===== src/axi_lite_pkg.sv =====
// AXI4-Lite widths, response codes and the master request and slave response structs
package axi_lite_pkg;

  // --------------------
  // Widths
  // --------------------
  localparam int unsigned AXI_ADDR_W = 32;
  localparam int unsigned AXI_DATA_W = 32;
  localparam int unsigned AXI_STRB_W = AXI_DATA_W / 8;
  localparam int unsigned AXI_RESP_W = 2;

  typedef logic [AXI_ADDR_W-1:0] axi_addr_t;
  typedef logic [AXI_DATA_W-1:0] axi_data_t;
  typedef logic [AXI_STRB_W-1:0] axi_strb_t;
  typedef logic [AXI_RESP_W-1:0] axi_resp_t;

  localparam axi_resp_t AXI_OKAY   = 2'b00;
  localparam axi_resp_t AXI_SLVERR = 2'b10;

  // --------------------
  // Channel bundles
  // --------------------
  // Master side: AW, W, B ready, AR, R ready
  typedef struct packed {
    logic      aw_valid;
    axi_addr_t aw_addr;
    logic      w_valid;
    axi_data_t w_data;
    axi_strb_t w_strb;
    logic      b_ready;
    logic      ar_valid;
    axi_addr_t ar_addr;
    logic      r_ready;
  } axi_lite_req_t;

  // Slave side
  typedef struct packed {
    logic      aw_ready;
    logic      w_ready;
    logic      b_valid;
    axi_resp_t b_resp;
    logic      ar_ready;
    logic      r_valid;
    axi_data_t r_data;
    axi_resp_t r_resp;
  } axi_lite_rsp_t;

endpackage


===== src/lsu_isa_pkg.sv =====
// ISA-side widths, word types, load/store operations, exception causes and LSU structs
package lsu_isa_pkg;

  // --------------------
  // Widths
  // --------------------
  localparam int unsigned XLEN       = 32;
  localparam int unsigned BE_W       = XLEN / 8;
  localparam int unsigned TRANS_ID_W = 3;
  localparam int unsigned CAUSE_W    = 4;

  typedef logic [XLEN-1:0]       xlen_t;
  typedef logic [XLEN-1:0]       addr_t;
  typedef logic [BE_W-1:0]       be_t;
  typedef logic [TRANS_ID_W-1:0] trans_id_t;
  typedef logic [CAUSE_W-1:0]    cause_t;

  typedef enum logic [2:0] {
    LB, LH, LW, LBU, LHU, SB, SH, SW
  } lsu_op_e;

  // mcause encodings for the memory exceptions we raise
  localparam cause_t CAUSE_LD_MISALIGNED = cause_t'(4);
  localparam cause_t CAUSE_LD_ACCESS     = cause_t'(5);
  localparam cause_t CAUSE_ST_MISALIGNED = cause_t'(6);
  localparam cause_t CAUSE_ST_ACCESS     = cause_t'(7);

  // --------------------
  // Structs
  // --------------------
  typedef struct packed {
    lsu_op_e   op;
    xlen_t     operand_a;
    xlen_t     imm;
    xlen_t     store_data;
    trans_id_t trans_id;
  } lsu_req_t;

  typedef struct packed {
    logic   valid;
    cause_t cause;
    xlen_t  tval;
  } lsu_exc_t;

  typedef struct packed {
    trans_id_t trans_id;
    xlen_t     result;
    lsu_exc_t  exception;
  } lsu_resp_t;

  // Store data already sits on its byte lanes here
  typedef struct packed {
    lsu_op_e   op;
    addr_t     addr;
    be_t       be;
    xlen_t     wdata;
    trans_id_t trans_id;
    lsu_exc_t  exception;
  } lsu_dec_t;

  typedef struct packed {
    lsu_op_e    op;
    logic [1:0] offset;
    trans_id_t  trans_id;
    addr_t      addr;
    xlen_t      rdata;
    logic       bus_err;
    lsu_exc_t   exception;
  } lsu_done_t;

  function automatic logic is_store(lsu_op_e op);
    return op inside {SB, SH, SW};
  endfunction

endpackage

===== src/lsu_top.sv =====
// Load/store unit top level connecting decode, execute and result
`timescale 1ns/1ps

module lsu_top
  import lsu_isa_pkg::*, axi_lite_pkg::*;
(
  input  logic          clk_i,
  input  logic          rst_ni,
  // Issue side
  input  lsu_req_t      req_i,
  input  logic          req_valid_i,
  output logic          req_ready_o,
  // Result side
  output lsu_resp_t     resp_o,
  output logic          resp_valid_o,
  // Memory side
  output axi_lite_req_t axi_o,
  input  axi_lite_rsp_t axi_i
);

  lsu_dec_t  dec;
  logic      dec_valid;
  logic      dec_ready;
  lsu_done_t done;
  logic      done_valid;

  // --------------------
  // Stages
  // --------------------
  lsu_decode i_lsu_decode (
    .clk_i       (clk_i),
    .rst_ni      (rst_ni),
    .req_i       (req_i),
    .req_valid_i (req_valid_i),
    .req_ready_o (req_ready_o),
    .dec_o       (dec),
    .dec_valid_o (dec_valid),
    .dec_ready_i (dec_ready)
  );

  lsu_execute i_lsu_execute (
    .clk_i        (clk_i),
    .rst_ni       (rst_ni),
    .dec_i        (dec),
    .dec_valid_i  (dec_valid),
    .dec_ready_o  (dec_ready),
    .axi_o        (axi_o),
    .axi_i        (axi_i),
    .done_o       (done),
    .done_valid_o (done_valid)
  );

  lsu_result i_lsu_result (
    .clk_i        (clk_i),
    .rst_ni       (rst_ni),
    .done_i       (done),
    .done_valid_i (done_valid),
    .resp_o       (resp_o),
    .resp_valid_o (resp_valid_o)
  );

endmodule


===== src/lsu_result.sv =====
// Result stage: load extraction with sign or zero extension, access faults, result register
`timescale 1ns/1ps

module lsu_result
  import lsu_isa_pkg::*;
(
  input  logic      clk_i,
  input  logic      rst_ni,
  input  lsu_done_t done_i,
  input  logic      done_valid_i,
  output lsu_resp_t resp_o,
  output logic      resp_valid_o
);

  xlen_t     shifted;
  lsu_resp_t resp_d;
  lsu_resp_t resp_q;
  logic      valid_q;

  // Bring the addressed byte or halfword down to bit 0
  assign shifted = done_i.rdata >> {done_i.offset, 3'b000};

  always_comb begin
    resp_d.trans_id  = done_i.trans_id;
    resp_d.exception = done_i.exception;
    case (done_i.op)
      LB:      resp_d.result = {{(XLEN-8){shifted[7]}}, shifted[7:0]};
      LH:      resp_d.result = {{(XLEN-16){shifted[15]}}, shifted[15:0]};
      LW:      resp_d.result = shifted;
      LBU:     resp_d.result = {{(XLEN-8){1'b0}}, shifted[7:0]};
      LHU:     resp_d.result = {{(XLEN-16){1'b0}}, shifted[15:0]};
      // stores have no result value
      default: resp_d.result = '0;
    endcase

    // --------------------
    // Access faults
    // --------------------
    // Misalignment from decode wins, it never reached the bus
    if (!done_i.exception.valid && done_i.bus_err) begin
      resp_d.exception.valid = 1'b1;
      resp_d.exception.cause = is_store(done_i.op) ? CAUSE_ST_ACCESS
                                                   : CAUSE_LD_ACCESS;
      resp_d.exception.tval  = done_i.addr;
    end
    if (resp_d.exception.valid) begin
      resp_d.result = '0;
    end
  end

  always_ff @(posedge clk_i or negedge rst_ni) begin
    if (!rst_ni) begin
      valid_q <= 1'b0;
    end else begin
      valid_q <= done_valid_i;
    end
  end

  always_ff @(posedge clk_i) begin
    if (done_valid_i) begin
      resp_q <= resp_d;
    end
  end

  assign resp_o       = resp_q;
  assign resp_valid_o = valid_q;

endmodule


===== src/lsu_execute.sv =====
// Execute stage: AXI4-Lite master FSM doing one read or write per decoded item
`timescale 1ns/1ps

module lsu_execute
  import lsu_isa_pkg::*, axi_lite_pkg::*;
(
  input  logic          clk_i,
  input  logic          rst_ni,
  // From decode
  input  lsu_dec_t      dec_i,
  input  logic          dec_valid_i,
  output logic          dec_ready_o,
  // AXI4-Lite master port
  output axi_lite_req_t axi_o,
  input  axi_lite_rsp_t axi_i,
  // Towards result
  output lsu_done_t     done_o,
  output logic          done_valid_o
);

  typedef enum logic [1:0] {
    IDLE,
    WRITE,
    READ,
    DONE
  } state_e;

  state_e   state_q;
  state_e   state_d;
  lsu_dec_t item_q;
  logic     addr_done_q;
  logic     data_done_q;
  xlen_t    rdata_q;
  logic     bus_err_q;
  logic     take;
  logic     aw_hs;
  logic     w_hs;
  logic     b_hs;
  logic     ar_hs;
  logic     r_hs;

  assign dec_ready_o = (state_q == IDLE);
  assign take        = dec_valid_i && dec_ready_o;

  // --------------------
  // Bus drive
  // --------------------
  always_comb begin
    axi_o         = '0;
    axi_o.aw_addr = item_q.addr;
    axi_o.w_data  = item_q.wdata;
    axi_o.w_strb  = item_q.be;
    axi_o.ar_addr = item_q.addr;
    case (state_q)
      WRITE: begin
        // AW and W go out together, B only once both were taken
        axi_o.aw_valid = !addr_done_q;
        axi_o.w_valid  = !data_done_q;
        axi_o.b_ready  = addr_done_q && data_done_q;
      end
      READ: begin
        axi_o.ar_valid = !addr_done_q;
        axi_o.r_ready  = addr_done_q;
      end
      default: ;
    endcase
  end

  assign aw_hs = axi_o.aw_valid && axi_i.aw_ready;
  assign w_hs  = axi_o.w_valid  && axi_i.w_ready;
  assign b_hs  = axi_o.b_ready  && axi_i.b_valid;
  assign ar_hs = axi_o.ar_valid && axi_i.ar_ready;
  assign r_hs  = axi_o.r_ready  && axi_i.r_valid;

  // --------------------
  // FSM
  // --------------------
  always_comb begin
    state_d = state_q;
    case (state_q)
      IDLE: begin
        if (take) begin
          // Misaligned items skip the bus entirely
          if (dec_i.exception.valid) state_d = DONE;
          else if (is_store(dec_i.op)) state_d = WRITE;
          else state_d = READ;
        end
      end
      WRITE:   if (b_hs) state_d = DONE;
      READ:    if (r_hs) state_d = DONE;
      default: state_d = IDLE;
    endcase
  end

  always_ff @(posedge clk_i or negedge rst_ni) begin
    if (!rst_ni) begin
      state_q     <= IDLE;
      addr_done_q <= 1'b0;
      data_done_q <= 1'b0;
    end else begin
      state_q <= state_d;
      if (take) begin
        addr_done_q <= 1'b0;
        data_done_q <= 1'b0;
      end else begin
        if (aw_hs || ar_hs) addr_done_q <= 1'b1;
        if (w_hs) data_done_q <= 1'b1;
      end
    end
  end

  // Item and captured bus response
  always_ff @(posedge clk_i) begin
    if (take) begin
      item_q    <= dec_i;
      rdata_q   <= '0;
      bus_err_q <= 1'b0;
    end
    if (b_hs) begin
      bus_err_q <= (axi_i.b_resp != AXI_OKAY);
    end
    if (r_hs) begin
      rdata_q   <= axi_i.r_data;
      bus_err_q <= (axi_i.r_resp != AXI_OKAY);
    end
  end

  // --------------------
  // Finished access
  // --------------------
  assign done_o.op        = item_q.op;
  assign done_o.offset    = item_q.addr[1:0];
  assign done_o.trans_id  = item_q.trans_id;
  assign done_o.addr      = item_q.addr;
  assign done_o.rdata     = rdata_q;
  assign done_o.bus_err   = bus_err_q;
  assign done_o.exception = item_q.exception;
  assign done_valid_o     = (state_q == DONE);

endmodule


===== src/lsu_decode.sv =====
// Decode stage: address generation, byte enables, store lane placement, misalignment check
`timescale 1ns/1ps

module lsu_decode
  import lsu_isa_pkg::*;
(
  input  logic     clk_i,
  input  logic     rst_ni,
  // Issue side
  input  lsu_req_t req_i,
  input  logic     req_valid_i,
  output logic     req_ready_o,
  // Towards execute
  output lsu_dec_t dec_o,
  output logic     dec_valid_o,
  input  logic     dec_ready_i
);

  addr_t    addr;
  be_t      be;
  xlen_t    wdata;
  logic     misaligned;
  logic     accept;
  lsu_dec_t dec_d;
  lsu_dec_t dec_q;
  logic     valid_q;

  // --------------------
  // Address generation
  // --------------------
  // Two's complement add, so a negative immediate just wraps
  assign addr = req_i.operand_a + req_i.imm;

  // --------------------
  // Byte enables
  // --------------------
  always_comb begin
    be         = 4'b1111;
    misaligned = 1'b0;
    case (req_i.op)
      LB, LBU, SB: begin
        be = 4'b0001 << addr[1:0];
      end
      LH, LHU, SH: begin
        be         = 4'b0011 << addr[1:0];
        misaligned = addr[0];
      end
      default: begin
        // Word access
        be         = 4'b1111;
        misaligned = (addr[1:0] != 2'b00);
      end
    endcase
  end

  // Move store data up to the lanes picked by the low address bits
  assign wdata = req_i.store_data << {addr[1:0], 3'b000};

  // --------------------
  // Decoded item
  // --------------------
  always_comb begin
    dec_d.op                 = req_i.op;
    dec_d.addr               = addr;
    dec_d.be                 = be;
    dec_d.wdata              = wdata;
    dec_d.trans_id           = req_i.trans_id;
    dec_d.exception.valid    = misaligned;
    dec_d.exception.cause    = is_store(req_i.op) ? CAUSE_ST_MISALIGNED
                                                  : CAUSE_LD_MISALIGNED;
    dec_d.exception.tval     = addr;
    if (!misaligned) begin
      dec_d.exception.cause  = '0;
      dec_d.exception.tval   = '0;
    end
  end

  // Free slot, or the held item leaves this cycle
  assign req_ready_o = !valid_q || dec_ready_i;
  assign accept      = req_valid_i && req_ready_o;

  always_ff @(posedge clk_i or negedge rst_ni) begin
    if (!rst_ni) begin
      valid_q <= 1'b0;
    end else if (accept) begin
      valid_q <= 1'b1;
    end else if (dec_ready_i) begin
      valid_q <= 1'b0;
    end
  end

  always_ff @(posedge clk_i) begin
    if (accept) begin
      dec_q <= dec_d;
    end
  end

  assign dec_o       = dec_q;
  assign dec_valid_o = valid_q;

endmodule


===== config.mk =====
export PLATFORM = sky130hd
export DESIGN_NAME = lsu_top
export DESIGN_NICKNAME = d
export VERILOG_FILES = /design/src/axi_lite_pkg.sv /design/src/lsu_isa_pkg.sv /design/src/lsu_top.sv /design/src/lsu_result.sv /design/src/lsu_execute.sv /design/src/lsu_decode.sv
export SDC_FILE = /design/constraint.sdc
export NUM_CORES = 1
export LEC_CHECK = 0
export ABC_AREA = 1
export ABC_CLOCK_PERIOD_IN_PS = 7200
export BUFFER_PORTS_ARGS = -buffer_cell sky130_fd_sc_hd__buf_2
export CAP_MARGIN = 5
export CORE_ASPECT_RATIO = 2
export CORE_MARGIN = 2
export CORE_UTILIZATION = 50
export CTS_BUF_LIST = sky130_fd_sc_hd__clkbuf_16
export DETAILED_ROUTE_END_ITERATION = 8
export HOLD_SLACK_MARGIN = 0.12
export PLACE_DENSITY = 0.74
export SLEW_MARGIN = 30
export SYNTH_ARGS = -nofsm -noshare
export SYNTH_HDL_FRONTEND = slang
export SYNTH_SLANG_ARGS = --single-unit

===== constraint.sdc =====
create_clock -name clk_i -period 7.2 [get_ports clk_i]
set_clock_uncertainty 0.2 [all_clocks]
set_input_delay 1.8 -clock clk_i [delete_from_list [all_inputs] [get_ports clk_i]]
set_output_delay 1.8 -clock clk_i [all_outputs]
set_load 0.03 [all_outputs]

==> reports/results.md, run 1 <==
| Parameter | Value | Unit |
|---|---|---|
| CP Data Required Time | 7290 | ps |
| Nature of the critical path endpoint | flip-flop | - |
| Sequence of cells on the critical path | buf_2, ha_2, inv_1, fa_1, inv_1, nor2_1, nor2_8, inv_4, nor2_1 | - |
| Initial Utilization | 0.507 | - |
| Top post-synthesis cells by area | sky130_fd_sc_hd__edfxtp_1, sky130_fd_sc_hd__nand2_1, sky130_fd_sc_hd__inv_1 | - |
| Timing-limited maximum frequency | 0.235 | GHz |
| Drt wl/cell | 16.3 | um |
| Maximum fanout along the worst path | 29 | - |
| Count of final setup violators | 0 | - |
| Static Leakage | 0.00831 | uW |
| WS Path Type | in2reg | - |
| Crit start category | primary input | - |
| Run status | completed | - |
| Post-CTS clock slew at the launch and capture registers of the worst setup and hold paths | 70 | ps |
| Count of hold buffers inserted by post-cts repair | 0 | - |
| Clock tree root driver cell | sky130_fd_sc_hd__clkbuf_16 | - |
| Number of antenna violations at the first check in global routing | 0 | - |
| Floorplan row count | 90 | - |
| Standard cell core area | 30200 | um2 |
| DRT iter0 DRCs | 494 | - |
| Mapped Cells | 1488 | - |
| Count of buffers inserted at the top-level ports | 323 | - |
| Synth warnings | 0 | - |
| Mapped Avg Cell Area | 10.3 | um2 |
| Post-Synthesis Cell Area | 15300 | um2 |
| Sum of met2 wire segment lengths after detailed routing | 19700 | um |
| Final antenna diode count | 0 | - |
| Synth top area share | 0.632 | - |
| Number of global-route vias before repair | 10300 | - |
| Final routed DRC violation total | 0 | - |
| I/O pin total | 325 | - |
| Number of flops mapped to enable cells by yosys | 322 | - |
| Via density per instance | 4.94 | - |
| Flip-flop cell with the highest count after synthesis | sky130_fd_sc_hd__edfxtp_1 | - |
| Slowest library cell on the worst path | sky130_fd_sc_hd__fa_1 | - |
| Setup TNS after final layout | 0 | ps |
| Power share of the combinational group | 0.317 | - |
| Sequential Power Share | 0.463 | - |
| Share of synthesized area occupied by flip-flops and latches | 0.642 | - |
| Vias | 10600 | - |
| Power dissipated by switching net loads | 2650 | uW |
| Die Height | 251 | um |
| Top cell types by occurrence after synthesis | sky130_fd_sc_hd__nand2_1, sky130_fd_sc_hd__edfxtp_1, sky130_fd_sc_hd__inv_1, sky130_fd_sc_hd__nor2_1, sky130_fd_sc_hd__buf_4 | - |
| Count of instances resized after the clock tree is built | 0 | - |
| RSZ-0062 raised after global routing | false | - |
| Fraction of registers with async set/reset | 0.0183 | - |
| Data arrival time at the worst-slack endpoint | 4340 | ps |
| Detailed Route WL | 34900 | um |
| Routed wl met3 | 1500 | um |
| Kind of path behind the tightest hold check | reg2reg | - |
| Clock Sink Count | 328 | - |
| DR pass1 iterations | 5 | - |
| Cell type with the largest total area after synthesis | sky130_fd_sc_hd__edfxtp_1 | - |
| Met1 Routed Length | 11900 | um |
| CTS tree | built | - |
| Final RePlAce weighted congestion | 0.936 | - |
| Max rail drop VDD | 0.194 | mV |
| H-Tree Level Count | 1 | - |
| Slew Limit Fails | 0 | - |
| Total of max-cap violations | 0 | - |
| GRT Resource Usage Total | 0.213 | - |
| Worst-Skew Late Latency | 580 | ps |
| Pin count of the biggest net entering global routing | 74 | - |
| Aggregate global routing overflow | 0 | - |
| First-pass GRT wire length | 52400 | um |
| Mapped Nets | 1670 | - |
| Maximum clock path buffer count | 3 | - |
| Pwr/cell area | 392 | nW/um2 |
| Fill count | 2609 | - |
| CTS Buf Count | 28 | - |
| Die area | 32100 | um2 |
| Largest stage delay on the critical path | 770 | ps |
| Layout cells sized above 1 | 0.230 | - |
| Highest routed layer | met4 | - |
| Synthesis-to-layout area growth | 16.3 | % |
| Net count of the finished layout | 1934 | - |
| Estimated wirelength of the detail-placed design | 27200 | um |
| Internal Dissipation | 4330 | uW |
| Final period demand of the worst path | 4250 | ps |
| Flip-flop and latch count after synthesis | 328 | - |
| Share of the clock period used by the worst path after layout | 0.590 | - |
| Top-count cell post-synth | sky130_fd_sc_hd__nand2_1 | - |
| Clock power share | 0.220 | - |
| Sw frac | 0.380 | - |
| Fin. Hold Viols | 0 | - |
| Worst slew pin tran | 843 | ps |
| Worst slew margin relative to its limit | 0.437 | - |
| Number of buffers inserted by post-CTS setup repair | 0 | - |
| Final core utilization | 0.590 | - |
| Die span in x | 128 | um |
| Number of distinct library cell variants in the gate-level netlist after synthesis | 45 | - |
| Antenna Violating Nets Remaining | 0 | - |
==> per-layer routing <==
layer,up-vias,track usage
li1,5266,-
met1,4857,0.214
met2,370,0.423
met3,92,0.0184
met4,0,0.111
met5,-,0
==> power groups by stage <==
stage | Clock, uW | Sequential [uW] | Combinational (uW)
2_1_floorplan | 0 | 3600 | 1350
3_3_place_gp | 0 | 3260 | 2190
3_5_place_dp | 0 | 3280 | 2210
4_1_cts | 1570 | 3240 | 2210
5_1_grt | 1640 | 3290 | 2390
6_report | 1540 | 3230 | 2210
==> metrics by stage <==
stage                     power, uW  setup WS, ps  std cells  hold WS (ps)  instance area, um2
after floorplan                4950          1750       1488           200               15300
after global placement         5450          2430       2089           201               16800
after detailed placement       5490          2410       2089           205               16800
after CTS                      7020          2980       2140           215               17800
after global routing           7320          2730       2141           212               17800
final                          6980          2950       2141           215               17800
==> layout by cell type, fill, tap and decap left out, types with 6 or more instances in the layout <==
cell type / n
sky130_fd_sc_hd__nand2_1: 422
sky130_fd_sc_hd__buf_2: 323
sky130_fd_sc_hd__edfxtp_1: 322
sky130_fd_sc_hd__inv_1: 229
sky130_fd_sc_hd__nor2_1: 144
sky130_fd_sc_hd__o21ai_0: 64
sky130_fd_sc_hd__a21oi_1: 52
sky130_fd_sc_hd__ha_1: 33
sky130_fd_sc_hd__clkbuf_16: 28
sky130_fd_sc_hd__nand3_1: 18
sky130_fd_sc_hd__o21ai_1: 11
sky130_fd_sc_hd__xnor2_1: 9
sky130_fd_sc_hd__nand3b_1: 7
sky130_fd_sc_hd__mux2i_1: 7
sky130_fd_sc_hd__a31oi_1: 7
sky130_fd_sc_hd__buf_4: 7
sky130_fd_sc_hd__clkinv_1: 6
sky130_fd_sc_hd__dfrtp_1: 6
==> final cells by class <==
cell class | instances | area, um2 | share of cell area
Clock buffer | 28 | 701 | 0.0394
Clock inverter | 23 | 256 | 0.0144
Inverter | 237 | 898 | 0.0505
Multi-Input combinational cell | 826 | 3970 | 0.223
Sequential cell | 328 | 9820 | 0.552
Tap cell | 368 | 460 | 0.0259
Timing Repair Buffer | 331 | 1690 | 0.0949
==> final timing paths <==
| path | start | endpoint | slack [ps] | depth (start not counted) |
|---|---|---|---|---|
| setup / recovery | req_i[35] | i_lsu_decode.dec_o[31]$_SDFFCE_PN0P_ | 2950 | 9 |
| hold / removal | i_lsu_decode.dec_o[9]$_SDFFCE_PN0P_ | i_lsu_execute.done_o[9]$_DFFE_PP_ | 220 | 0 |
| setup reg to reg | i_lsu_execute.state_q[0]$_DFFE_PN0P_ | i_lsu_execute.done_o[31]$_DFFE_PP_ | 4390 | 5 |
| hold reg to reg | i_lsu_decode.dec_o[9]$_SDFFCE_PN0P_ | i_lsu_execute.done_o[9]$_DFFE_PP_ | 220 | 0 |
| max in group asynchronous | rst_ni | i_lsu_execute.addr_done_q$_DFFE_PN0P_ | 5790 | 1 |
| min in group asynchronous | rst_ni | i_lsu_execute.state_q[1]$_DFFE_PN0P_ | 860 | 1 |
==> kinds of logic after synthesis <==
logic type | synth area share
multiplexers | 0.00458
AO/OA/AOI/OAI | 0.0517
XOR/XNOR | 0.0106
AND/OR/NAND/NOR | 0.161
flip-flops | 0.642
buffers and inverters | 0.101
adder cells (fa/ha/maj) | 0.0299
other | 0.000245
==> state kept, by name, indices dropped and copies added, names as in the netlist <==
register,count
i_lsu_decode.dec_o,109
i_lsu_result.resp_o,71
i_lsu_execute.axi_o,68
i_lsu_execute.done_o,41
i_lsu_execute.rdata_q,32
i_lsu_execute.state_q,2
i_lsu_decode.dec_valid_o,1
i_lsu_execute.addr_done_q,1
i_lsu_execute.bus_err_q,1
i_lsu_execute.data_done_q,1
i_lsu_result.resp_valid_o,1
==> critical path: cells and delay by family <==
kind	cells	cell delay, ps
adders and majority gates	2	940
buffers and inverters	4	870
and+or+nand+nor	3	700
No activity file was read; power rests on OpenSTA's default activity.
==> run 2: changes to the inputs <==
- ABC_CLOCK_PERIOD_IN_PS: 7200 -> 4100
- CORE_UTILIZATION: 50 -> 55
- PLACE_DENSITY: 0.74 -> 0.77
- clock period: 7.2 -> 4.1 ns (I/O delays scaled with it)
==> run 2 against run 1 <==
  * Worst hold slack better by 2.2 ps
  * Sequential share of layout area decreased by 0.11 points
  * Critical path depth decreased by 4
  * Global-route usage rose by 2.8 points
  * Via count grew 2.0%
  * Clock-buffer cell count down 1
  * Clock power is 69% higher
  * Combinational power rose by 81%
  * Worst setup slack got worse by 1900 ps
  * Design area increased by 0.20%
  * Sequential power up 75%
  * Cell count decreased by 0.28%
  * Critical path type is now reg2out
  * Critical endpoint is now axi_o[34]
  * Largest cell class unchanged
==> reports/results.md, run 2 (synthesis results as in run 1) <==
| Parameter | Value | Unit | Change |
|---|---|---|---|
| Run status | completed | - |  |
| Startpoint of the worst hold path | i_lsu_decode.dec_o[4]$_SDFFCE_PN0P_ | - |  |
| Die area | 29300 | um2 | -8.9% |
| Fin. Hold Viols | 0 | - | unchanged |
| First-pass GRT wire length | 53500 | um | +2.1% |
| Multi-input gate area in the final layout | 3970 | um2 | about the same |
| Synthesis-to-layout area growth | 16.5 | % |  |
| Pwr/cell area | 686 | nW/um2 | +75% |
| I/O pin total | 325 | - | unchanged |
| Count of cells along the worst hold path | 0 | - | unchanged |
| H-Tree Level Count | 1 | - | unchanged |
| Post-Layout Inst Area | 17800 | um2 | +0.20% |
| Timing-limited maximum frequency | 0.328 | GHz |  |
| Worst slew pin tran | 951 | ps | +108 ps |
| Net count of the finished layout | 1942 | - | +0.41% |
| Number of global-route vias before repair | 10600 | - | +3.7% |
| Hold Slack | 218 | ps | +2.20 ps |
| Worst-Skew Late Latency | 540 | ps | -40 ps |
| Final core utilization | 0.650 | - | +0.0602 |
| Post-CTS clock slew at the launch and capture registers of the worst setup and hold paths | 70 | ps | about the same |
| Final worst slack | 1060 | ps | -1900 ps |
| Fill count | 2193 | - | -16% |
| Standard cell core area | 27400 | um2 | -9.1% |
| Initial Utilization | 0.558 | - | +0.0506 |
| Share of the clock period used by the worst path after layout | 0.743 | - |  |
| Clock Sink Count | 328 | - | unchanged |
| Storage cell area | 9820 | um2 | unchanged |
| DR pass1 iterations | 5 | - | unchanged |
| Clock tree root driver cell | sky130_fd_sc_hd__clkbuf_16 | - |  |
| R2R setup slack | 1530 | ps | -2860 ps |
| Setup TNS after final layout | 0 | ps | unchanged |
| Most frequent cells in the layout | sky130_fd_sc_hd__nand2_1, sky130_fd_sc_hd__buf_2, sky130_fd_sc_hd__edfxtp_1 | - |  |
| Count of buffers inserted at the top-level ports | 323 | - | unchanged |
| Slew Limit Fails | 0 | - | unchanged |
| Pre-CTS setup slack | 838 | ps | -1570 ps |
| Number of buffers inserted by post-CTS setup repair | 0 | - | unchanged |
| Static Leakage | 0.00835 | uW | +0.45% |
| Via density per instance | 5.06 | - | +2.3% |
| Data arrival time at the worst-slack endpoint | 1820 | ps | -2520 ps |
| Kind of path behind the tightest hold check | reg2reg | - |  |
| Estimated wirelength of the detail-placed design | 27300 | um | +0.30% |
| Worst R2R Path Depth | 5 | - | unchanged |
| Max rail drop VDD | 0.373 | mV | +93% |
| Drt wl/cell | 16.7 | um | +2.3% |
| CP Data Required Time | 2870 | ps | -4420 ps |
| WS Path Type | reg2out | - |  |
| Detailed Route WL | 35600 | um | +2.0% |
| Die span in x | 122 | um | -4.5% |
| Area post-placement | 16900 | um2 | +0.48% |
| Pin count of the biggest net entering global routing | 74 | - | unchanged |
| Count of final setup violators | 0 | - | unchanged |
| Max FFs per register | 109 | - | unchanged |
| Aggregate global routing overflow | 0 | - | unchanged |
| Vias | 10800 | - | +2.0% |
| Total of max-cap violations | 0 | - | unchanged |
| DRT iter0 DRCs | 848 | - | +72% |
| Die Height | 240 | um | -4.6% |
| CTS Buf Count | 27 | - | -3.6% |
| Final RePlAce weighted congestion | 1.01 | - | +7.5% |
| Antenna Violating Nets Remaining | 0 | - | unchanged |
| Nature of the critical path endpoint | primary output | - |  |
| Final routed DRC violation total | 0 | - | unchanged |
| Worst slew margin relative to its limit | 0.365 | - | -0.0726 |
| Floorplan row count | 86 | - | -4.4% |
| Worst flop-to-flop path endpoint | i_lsu_decode.dec_o[48]$_SDFFCE_PN0P_ | - |  |
| Crit start category | flip-flop | - |  |
| GRT Resource Usage Total | 0.242 | - | +0.0283 |
| Layout cells sized above 1 | 0.229 | - | -0.000905 |
| CTS tree | built | - |  |
| Source of the worst register-to-register timing path | i_lsu_execute.state_q[0]$_DFFE_PN0P_ | - |  |
| Sink of the worst hold path | i_lsu_execute.done_o[4]$_DFFE_PP_ | - |  |
| RSZ-0062 raised after global routing | false | - |  |
| Maximum clock path buffer count | 3 | - | unchanged |
| Number of antenna violations at the first check in global routing | 3 | - | +3 |
| Most common library cell in the layout ignoring fill and taps | sky130_fd_sc_hd__nand2_1 | - |  |
| Maximum fanout along the worst path | 5 | - | -83% |
| Final period demand of the worst path | 3040 | ps |  |
[run 2: cell types whose count changed in the layout (fill, tap and decap cells not counted), sizes merged, moves of 2 or more]
cell | before | now
buf | 331 | 339
clkinv | 12 | 10
inv | 244 | 241
diode | 0 | 3
bufinv | 2 | 4
clkinvlp | 2 | 4
[run 2: layer usage]
metal,vias up,track usage,share of wire
met3,93,0.0216,0.047
met4,0,0.133,0.057
met5,-,0,0
met2,386,0.483,0.57
met1,5034,0.232,0.33
li1,5281,-,-
[run 2: worst max-delay path by stage]
stage	slack (ps)	endpoint	depth (start not counted)	start
2_1_floorplan	550	i_lsu_execute.axi_o[10]$_DFFE_PP_	4	i_lsu_execute.state_q[0]$_DFFE_PN0P_
3_3_place_gp	920	i_lsu_decode.dec_o[28]$_SDFFCE_PN0P_	14	req_i[67]
3_5_place_dp	840	i_lsu_decode.dec_o[29]$_SDFFCE_PN0P_	9	req_i[67]
4_1_cts	1020	axi_o[34]	5	i_lsu_execute.state_q[1]$_DFFE_PN0P_
5_1_grt	960	axi_o[34]	5	i_lsu_execute.state_q[1]$_DFFE_PN0P_
6_report	1060	axi_o[34]	5	i_lsu_execute.state_q[1]$_DFFE_PN0P_
[run 2: worst max-delay path, cell delays in order, from the launching register on]
cell	delay, ps
sky130_fd_sc_hd__dfrtp_1	440
sky130_fd_sc_hd__inv_1	100
sky130_fd_sc_hd__ha_1	270
sky130_fd_sc_hd__nand2_1	70
sky130_fd_sc_hd__nor2_1	160
sky130_fd_sc_hd__buf_2	230
[run 2: final cells by class]
cell class / instances / share of cell area
flip-flops and latches: 328 / 0.551
multi-input cells: 826 / 0.223
repair buffers: 340 / 0.101
inverters: 237 / 0.0503
clock buffers: 27 / 0.0379
well taps: 352 / 0.0247
clock inverters: 22 / 0.0124
diodes: 3 / 0.000421
[run 2: through the flow]
| stage | total power [uW] | std cells |
|---|---|---|
| floorplan | 8680 | 1488 |
| global placement | 9580 | 2080 |
| detailed placement | 9700 | 2081 |
| CTS | 12300 | 2131 |
| global route | 12800 | 2135 |
| finish | 12200 | 2135 |
[run 2: timing repair]
action	CTS	global route
hold buffers	1	0
hold endpoints to repair	6	0
endpoints found under the setup margin	0	0
gates resized for setup	0	0
[run 2: power by group]
part	internal [uW]	switching, uW	leakage (uW)
registers	5220	427	0.00315
logic	1000	2990	0.00475
clock network	1460	1140	0.000450
==> run 3: changes to the inputs <==
- ABC_AREA: 1 -> 0
- ABC_CLOCK_PERIOD_IN_PS: 4100 -> 2800
- CORE_UTILIZATION: 55 -> 49
- PLACE_DENSITY: 0.77 -> 0.73
- clock period: 4.1 -> 2.8 ns (I/O delays scaled with it)
==> run 3 against run 2 <==
  * First-iteration DRC count decreased by 50%
  * Routed wire length decreased by 8.8%
  * Worst hold slack got worse by 56 ps
  * Sequential share of layout area decreased by 0.62 points
  * Worst setup slack got worse by 980 ps
  * Die area increased by 6.6%
  * Largest cell class unchanged
==> reports/results.md, run 3 <==
| Parameter | Value | Unit | Change |
|---|---|---|---|
| Run status | completed | - |  |
| Synth warnings | 0 | - | unchanged |
| Standard cell core area | 29400 | um2 | +7.1% |
| I/O pin total | 325 | - | unchanged |
| Clock tree root driver cell | sky130_fd_sc_hd__clkbuf_16 | - |  |
| Maximum fanout along the worst path | 6 | - | +1 |
| GRT Resource Usage Total | 0.202 | - | -0.0391 |
| Via density per instance | 5.23 | - | +3.4% |
| Worst slew margin relative to its limit | 0.429 | - | +0.0646 |
| Kind of path behind the tightest hold check | in2reg | - |  |
| Count of buffers inserted at the top-level ports | 323 | - | unchanged |
| Largest family of logic cells by synthesized area | simple AND/OR/NAND/NOR gates | - |  |
| Final period demand of the worst path | 2730 | ps |  |
| Number of distinct library cell variants in the gate-level netlist after synthesis | 61 | - | +36% |
| Maximum clock path buffer count | 3 | - | unchanged |
| Vias | 9397 | - | -13% |
| Post-CTS clock slew at the launch and capture registers of the worst setup and hold paths | 70 | ps | about the same |
| Max rail drop VDD | 0.469 | mV | +26% |
| Power dissipated by switching net loads | 6530 | uW | +43% |
| Synthesis-to-layout area growth | 23.9 | % |  |
| Sequence of cells on the critical path | inv_2, ha_1, and3_4, buf_2 | - |  |
| Clock Sink Count | 328 | - | unchanged |
| Aggregate global routing overflow | 0 | - | unchanged |
| Capture point of the worst path | axi_o[34] | - |  |
| Die Height | 248 | um | +3.3% |
| Flip-flop and latch count after synthesis | 328 | - | unchanged |
| Count of final setup violators | 0 | - | unchanged |
| Number of antenna violations at the first check in global routing | 4 | - | +1 |
| CP Data Required Time | 1900 | ps | -970 ps |
| Number of global-route vias before repair | 9443 | - | -11% |
| Initial Utilization | 0.495 | - | -0.0628 |
| Startpoint of the most critical setup path | i_lsu_execute.state_q[1]$_DFFE_PN0P_ | - |  |
| DR pass1 iterations | 5 | - | unchanged |
| Number of flops mapped to enable cells by yosys | 322 | - | unchanged |
| Fill count | 2337 | - | +6.6% |
| Pin count of the biggest net entering global routing | 67 | - | -9.5% |
| Worst-Skew Late Latency | 540 | ps | about the same |
| Internal Dissipation | 11800 | uW | +53% |
| Mapped Avg Cell Area | 14.0 | um2 | +36% |
| WS Path Type | reg2out | - |  |
| Slowest library cell on the worst path | sky130_fd_sc_hd__dfrtp_1 | - |  |
| Worst R2R Path Depth | 6 | - | +1 |
| Nature of the critical path endpoint | primary output | - |  |
| Fin. Hold Viols | 0 | - | unchanged |
| Top post-synthesis cells by area | sky130_fd_sc_hd__edfxtp_1, sky130_fd_sc_hd__buf_4, sky130_fd_sc_hd__and2_1 | - |  |
| Worst Path Buf+Inv | 2 | - | unchanged |
| Die span in x | 126 | um | +3.2% |
| Slew Limit Fails | 0 | - | unchanged |
| Multiplexer fraction of the synthesized cell area | 0.0559 | - | +0.0513 |
| Complex-gate fraction of the synthesized area | 0.0827 | - | +0.0310 |
| Data arrival time at the worst-slack endpoint | 1830 | ps | about the same |
| Final routed DRC violation total | 0 | - | unchanged |
| R2R setup slack | 260 | ps | -1270 ps |
| Non-Filler Instances | 1797 | - | -16% |
| Source of the worst register-to-register timing path | i_lsu_execute.axi_o[1]$_DFFE_PP_ | - |  |
| Worst flop-to-flop path endpoint | i_lsu_result.resp_o[68]$_SDFFCE_PP0P_ | - |  |
| Xor/xnor share of the synthesized area | 0.0187 | - | +0.00803 |
| Floorplan row count | 89 | - | +3.5% |
| Total of max-cap violations | 0 | - | unchanged |
| Max FFs per register | 109 | - | unchanged |
| Clock power share | 0.207 | - | -0.006 |
| Drt wl/cell | 18.1 | um | +8.3% |
| Flip-flop cell with the highest count after synthesis | sky130_fd_sc_hd__edfxtp_1 | - |  |
| Worst slew pin tran | 856 | ps | -94.8 ps |
| Top-count cell post-synth | sky130_fd_sc_hd__edfxtp_1 | - |  |
| First-pass GRT wire length | 49200 | um | -8.0% |
| Synth top area share | 0.664 | - | +0.0327 |
| H-Tree Level Count | 1 | - | unchanged |
| Cell type with the largest total area after synthesis | sky130_fd_sc_hd__edfxtp_1 | - |  |
| Pwr/cell area | 1020 | nW/um2 | +48% |
| Net count of the finished layout | 1591 | - | -18% |
| Static Leakage | 0.00722 | uW | -14% |
| Largest stage delay on the critical path | 440 | ps | about the same |
| Met2 GRT Util | 0.394 | - | -0.0895 |
| Mapped Nets | 1225 | - | -27% |
| Met3 track demand over resource | 0.0196 | - | -0.00197 |
| Sw frac | 0.357 | - | -0.0156 |
| Most common library cell in the layout ignoring fill and taps | sky130_fd_sc_hd__buf_2 | - |  |
| RSZ-0062 raised after global routing | false | - |  |
| Timing-limited maximum frequency | 0.367 | GHz |  |
| Critical path's top delay family | flip-flops | - |  |
| DRT iter0 DRCs | 422 | - | -50% |
| Mapped Cells | 1043 | - | -30% |
| Crit start category | flip-flop | - |  |
| Setup TNS after final layout | 0 | ps | unchanged |
| Cell total after placement | 1741 | - | -16% |
| Detailed Route WL | 32400 | um | -8.8% |
| Final RePlAce weighted congestion | 0.966 | - | -4.0% |
| CTS tree | built | - |  |
| Most frequent cells in the layout | sky130_fd_sc_hd__buf_2, sky130_fd_sc_hd__edfxtp_1, sky130_fd_sc_hd__buf_4 | - |  |
| Stages on worst setup path | 4 | - | -1 |
| Top cell types by occurrence after synthesis | sky130_fd_sc_hd__edfxtp_1, sky130_fd_sc_hd__nand2_1, sky130_fd_sc_hd__a21oi_1, sky130_fd_sc_hd__and2_1, sky130_fd_sc_hd__buf_4 | - |  |
| Die area | 31200 | um2 | +6.6% |
| Share of the clock period used by the worst path after layout | 0.974 | - |  |
| Startpoint of the worst hold path | req_valid_i | - |  |
| Share of synthesized area occupied by flip-flops and latches | 0.675 | - | +0.0332 |
| Power share of the combinational group | 0.333 | - | +0.007 |
| Estimated wirelength of the detail-placed design | 25000 | um | -8.5% |
| Global routing met1 resource utilization | 0.203 | - | -0.0291 |
| Busiest metal layer after global routing | met2 | - |  |
| Post-Synthesis Cell Area | 14600 | um2 | -4.9% |
| Antenna Violating Nets Remaining | 0 | - | unchanged |
| Sequential Power Share | 0.459 | - | -0.002 |
| Adder-cell share of the synthesized area | 0.0315 | - | +0.00155 |
| Post-synthesis simple-gate area fraction | 0.0850 | - | -0.0758 |
| CTS Buf Count | 26 | - | -3.7% |
| Fraction of registers with async set/reset | 0.0183 | - | unchanged |
| Layout cells sized above 1 | 0.393 | - | +0.163 |
-- run 3: worst min path at each step --
stage / cells after the start / to
floorplan: 0 / i_lsu_decode.dec_valid_o$_DFFE_PN0P_
global placement: 0 / i_lsu_execute.axi_o[18]$_DFFE_PP_
detailed placement: 0 / i_lsu_execute.axi_o[10]$_DFFE_PP_
CTS: 2 / i_lsu_decode.dec_valid_o$_DFFE_PN0P_
global route: 2 / i_lsu_decode.dec_valid_o$_DFFE_PN0P_
finish: 2 / i_lsu_decode.dec_valid_o$_DFFE_PN0P_
-- run 3: per-layer routing --
| layer | part of all wire | vias up |
|---|---|---|
| li1 | - | 4508 |
| met1 | 0.33 | 4488 |
| met2 | 0.57 | 310 |
| met3 | 0.043 | 91 |
| met4 | 0.060 | 0 |
| met5 | 0 | - |
-- run 3: cell families (layout without fill, tap and decap cells) --
family / count (synthesis) / in the layout
buf+inv: 132 / 518
simple gates: 246 / 246
compound gates: 193 / 193
xor+xnor: 31 / 31
mux: 76 / 76
other cells: 1 / 5
fa+ha+maj: 36 / 36
flops: 328 / 328
-- run 3: per-stage QoR --
stage | hold slack, ps | cell area (um2) | setup WS [ps] | total power (uW) | utilization
floorplan | 200 | 14700 | -75.4 | 12900 | -
global placement | 201 | 17100 | -403 | 14500 | 0.581
global route | 170 | 18000 | 10.9 | 19200 | 0.614
finish | 162 | 18000 | 72.9 | 18300 | 0.614
CTS | 132 | 18000 | 40.1 | 18500 | 0.613
detailed placement | 205 | 17100 | -451 | 14700 | 0.581
-- run 3: power groups by stage --
stage	Combinational (uW)	Clock (uW)	Sequential (uW)
final	6110	3800	8410
after global routing	6550	4080	8550
after CTS	6170	3910	8440
after detailed placement	6140	0	8530
after global placement	6040	0	8430
after floorplan	3530	0	9330
-- run 3: cell type report --
class | count | area, um2 | area share
sequential | 328 | 9820 | 0.544
tap | 364 | 455 | 0.0253
clock inverter | 21 | 215 | 0.0119
timing repair buffer | 445 | 2620 | 0.145
multi-input combinational | 583 | 4150 | 0.230
clock buffer | 27 | 676 | 0.0375
inverter | 25 | 97.6 | 0.00541
antenna | 4 | 10.0 | 0.000555
-- run 3: worst register-to-register path, delay by kind of cell (launching register included) --
family / cells / cell delay, ps
multiplexers: 1 / 390
AO/OA/AOI/OAI: 3 / 540
flip-flops: 1 / 580
AND/OR/NAND/NOR: 2 / 580
-- run 3: what timing repair did --
item,CTS,global route
gates cloned,0,0
endpoints found under the hold margin,9,0
pin swaps,0,0
hold buffers,4,0
setup endpoints to repair,1,1
buffers inserted,0,0
gates resized for setup,1,1
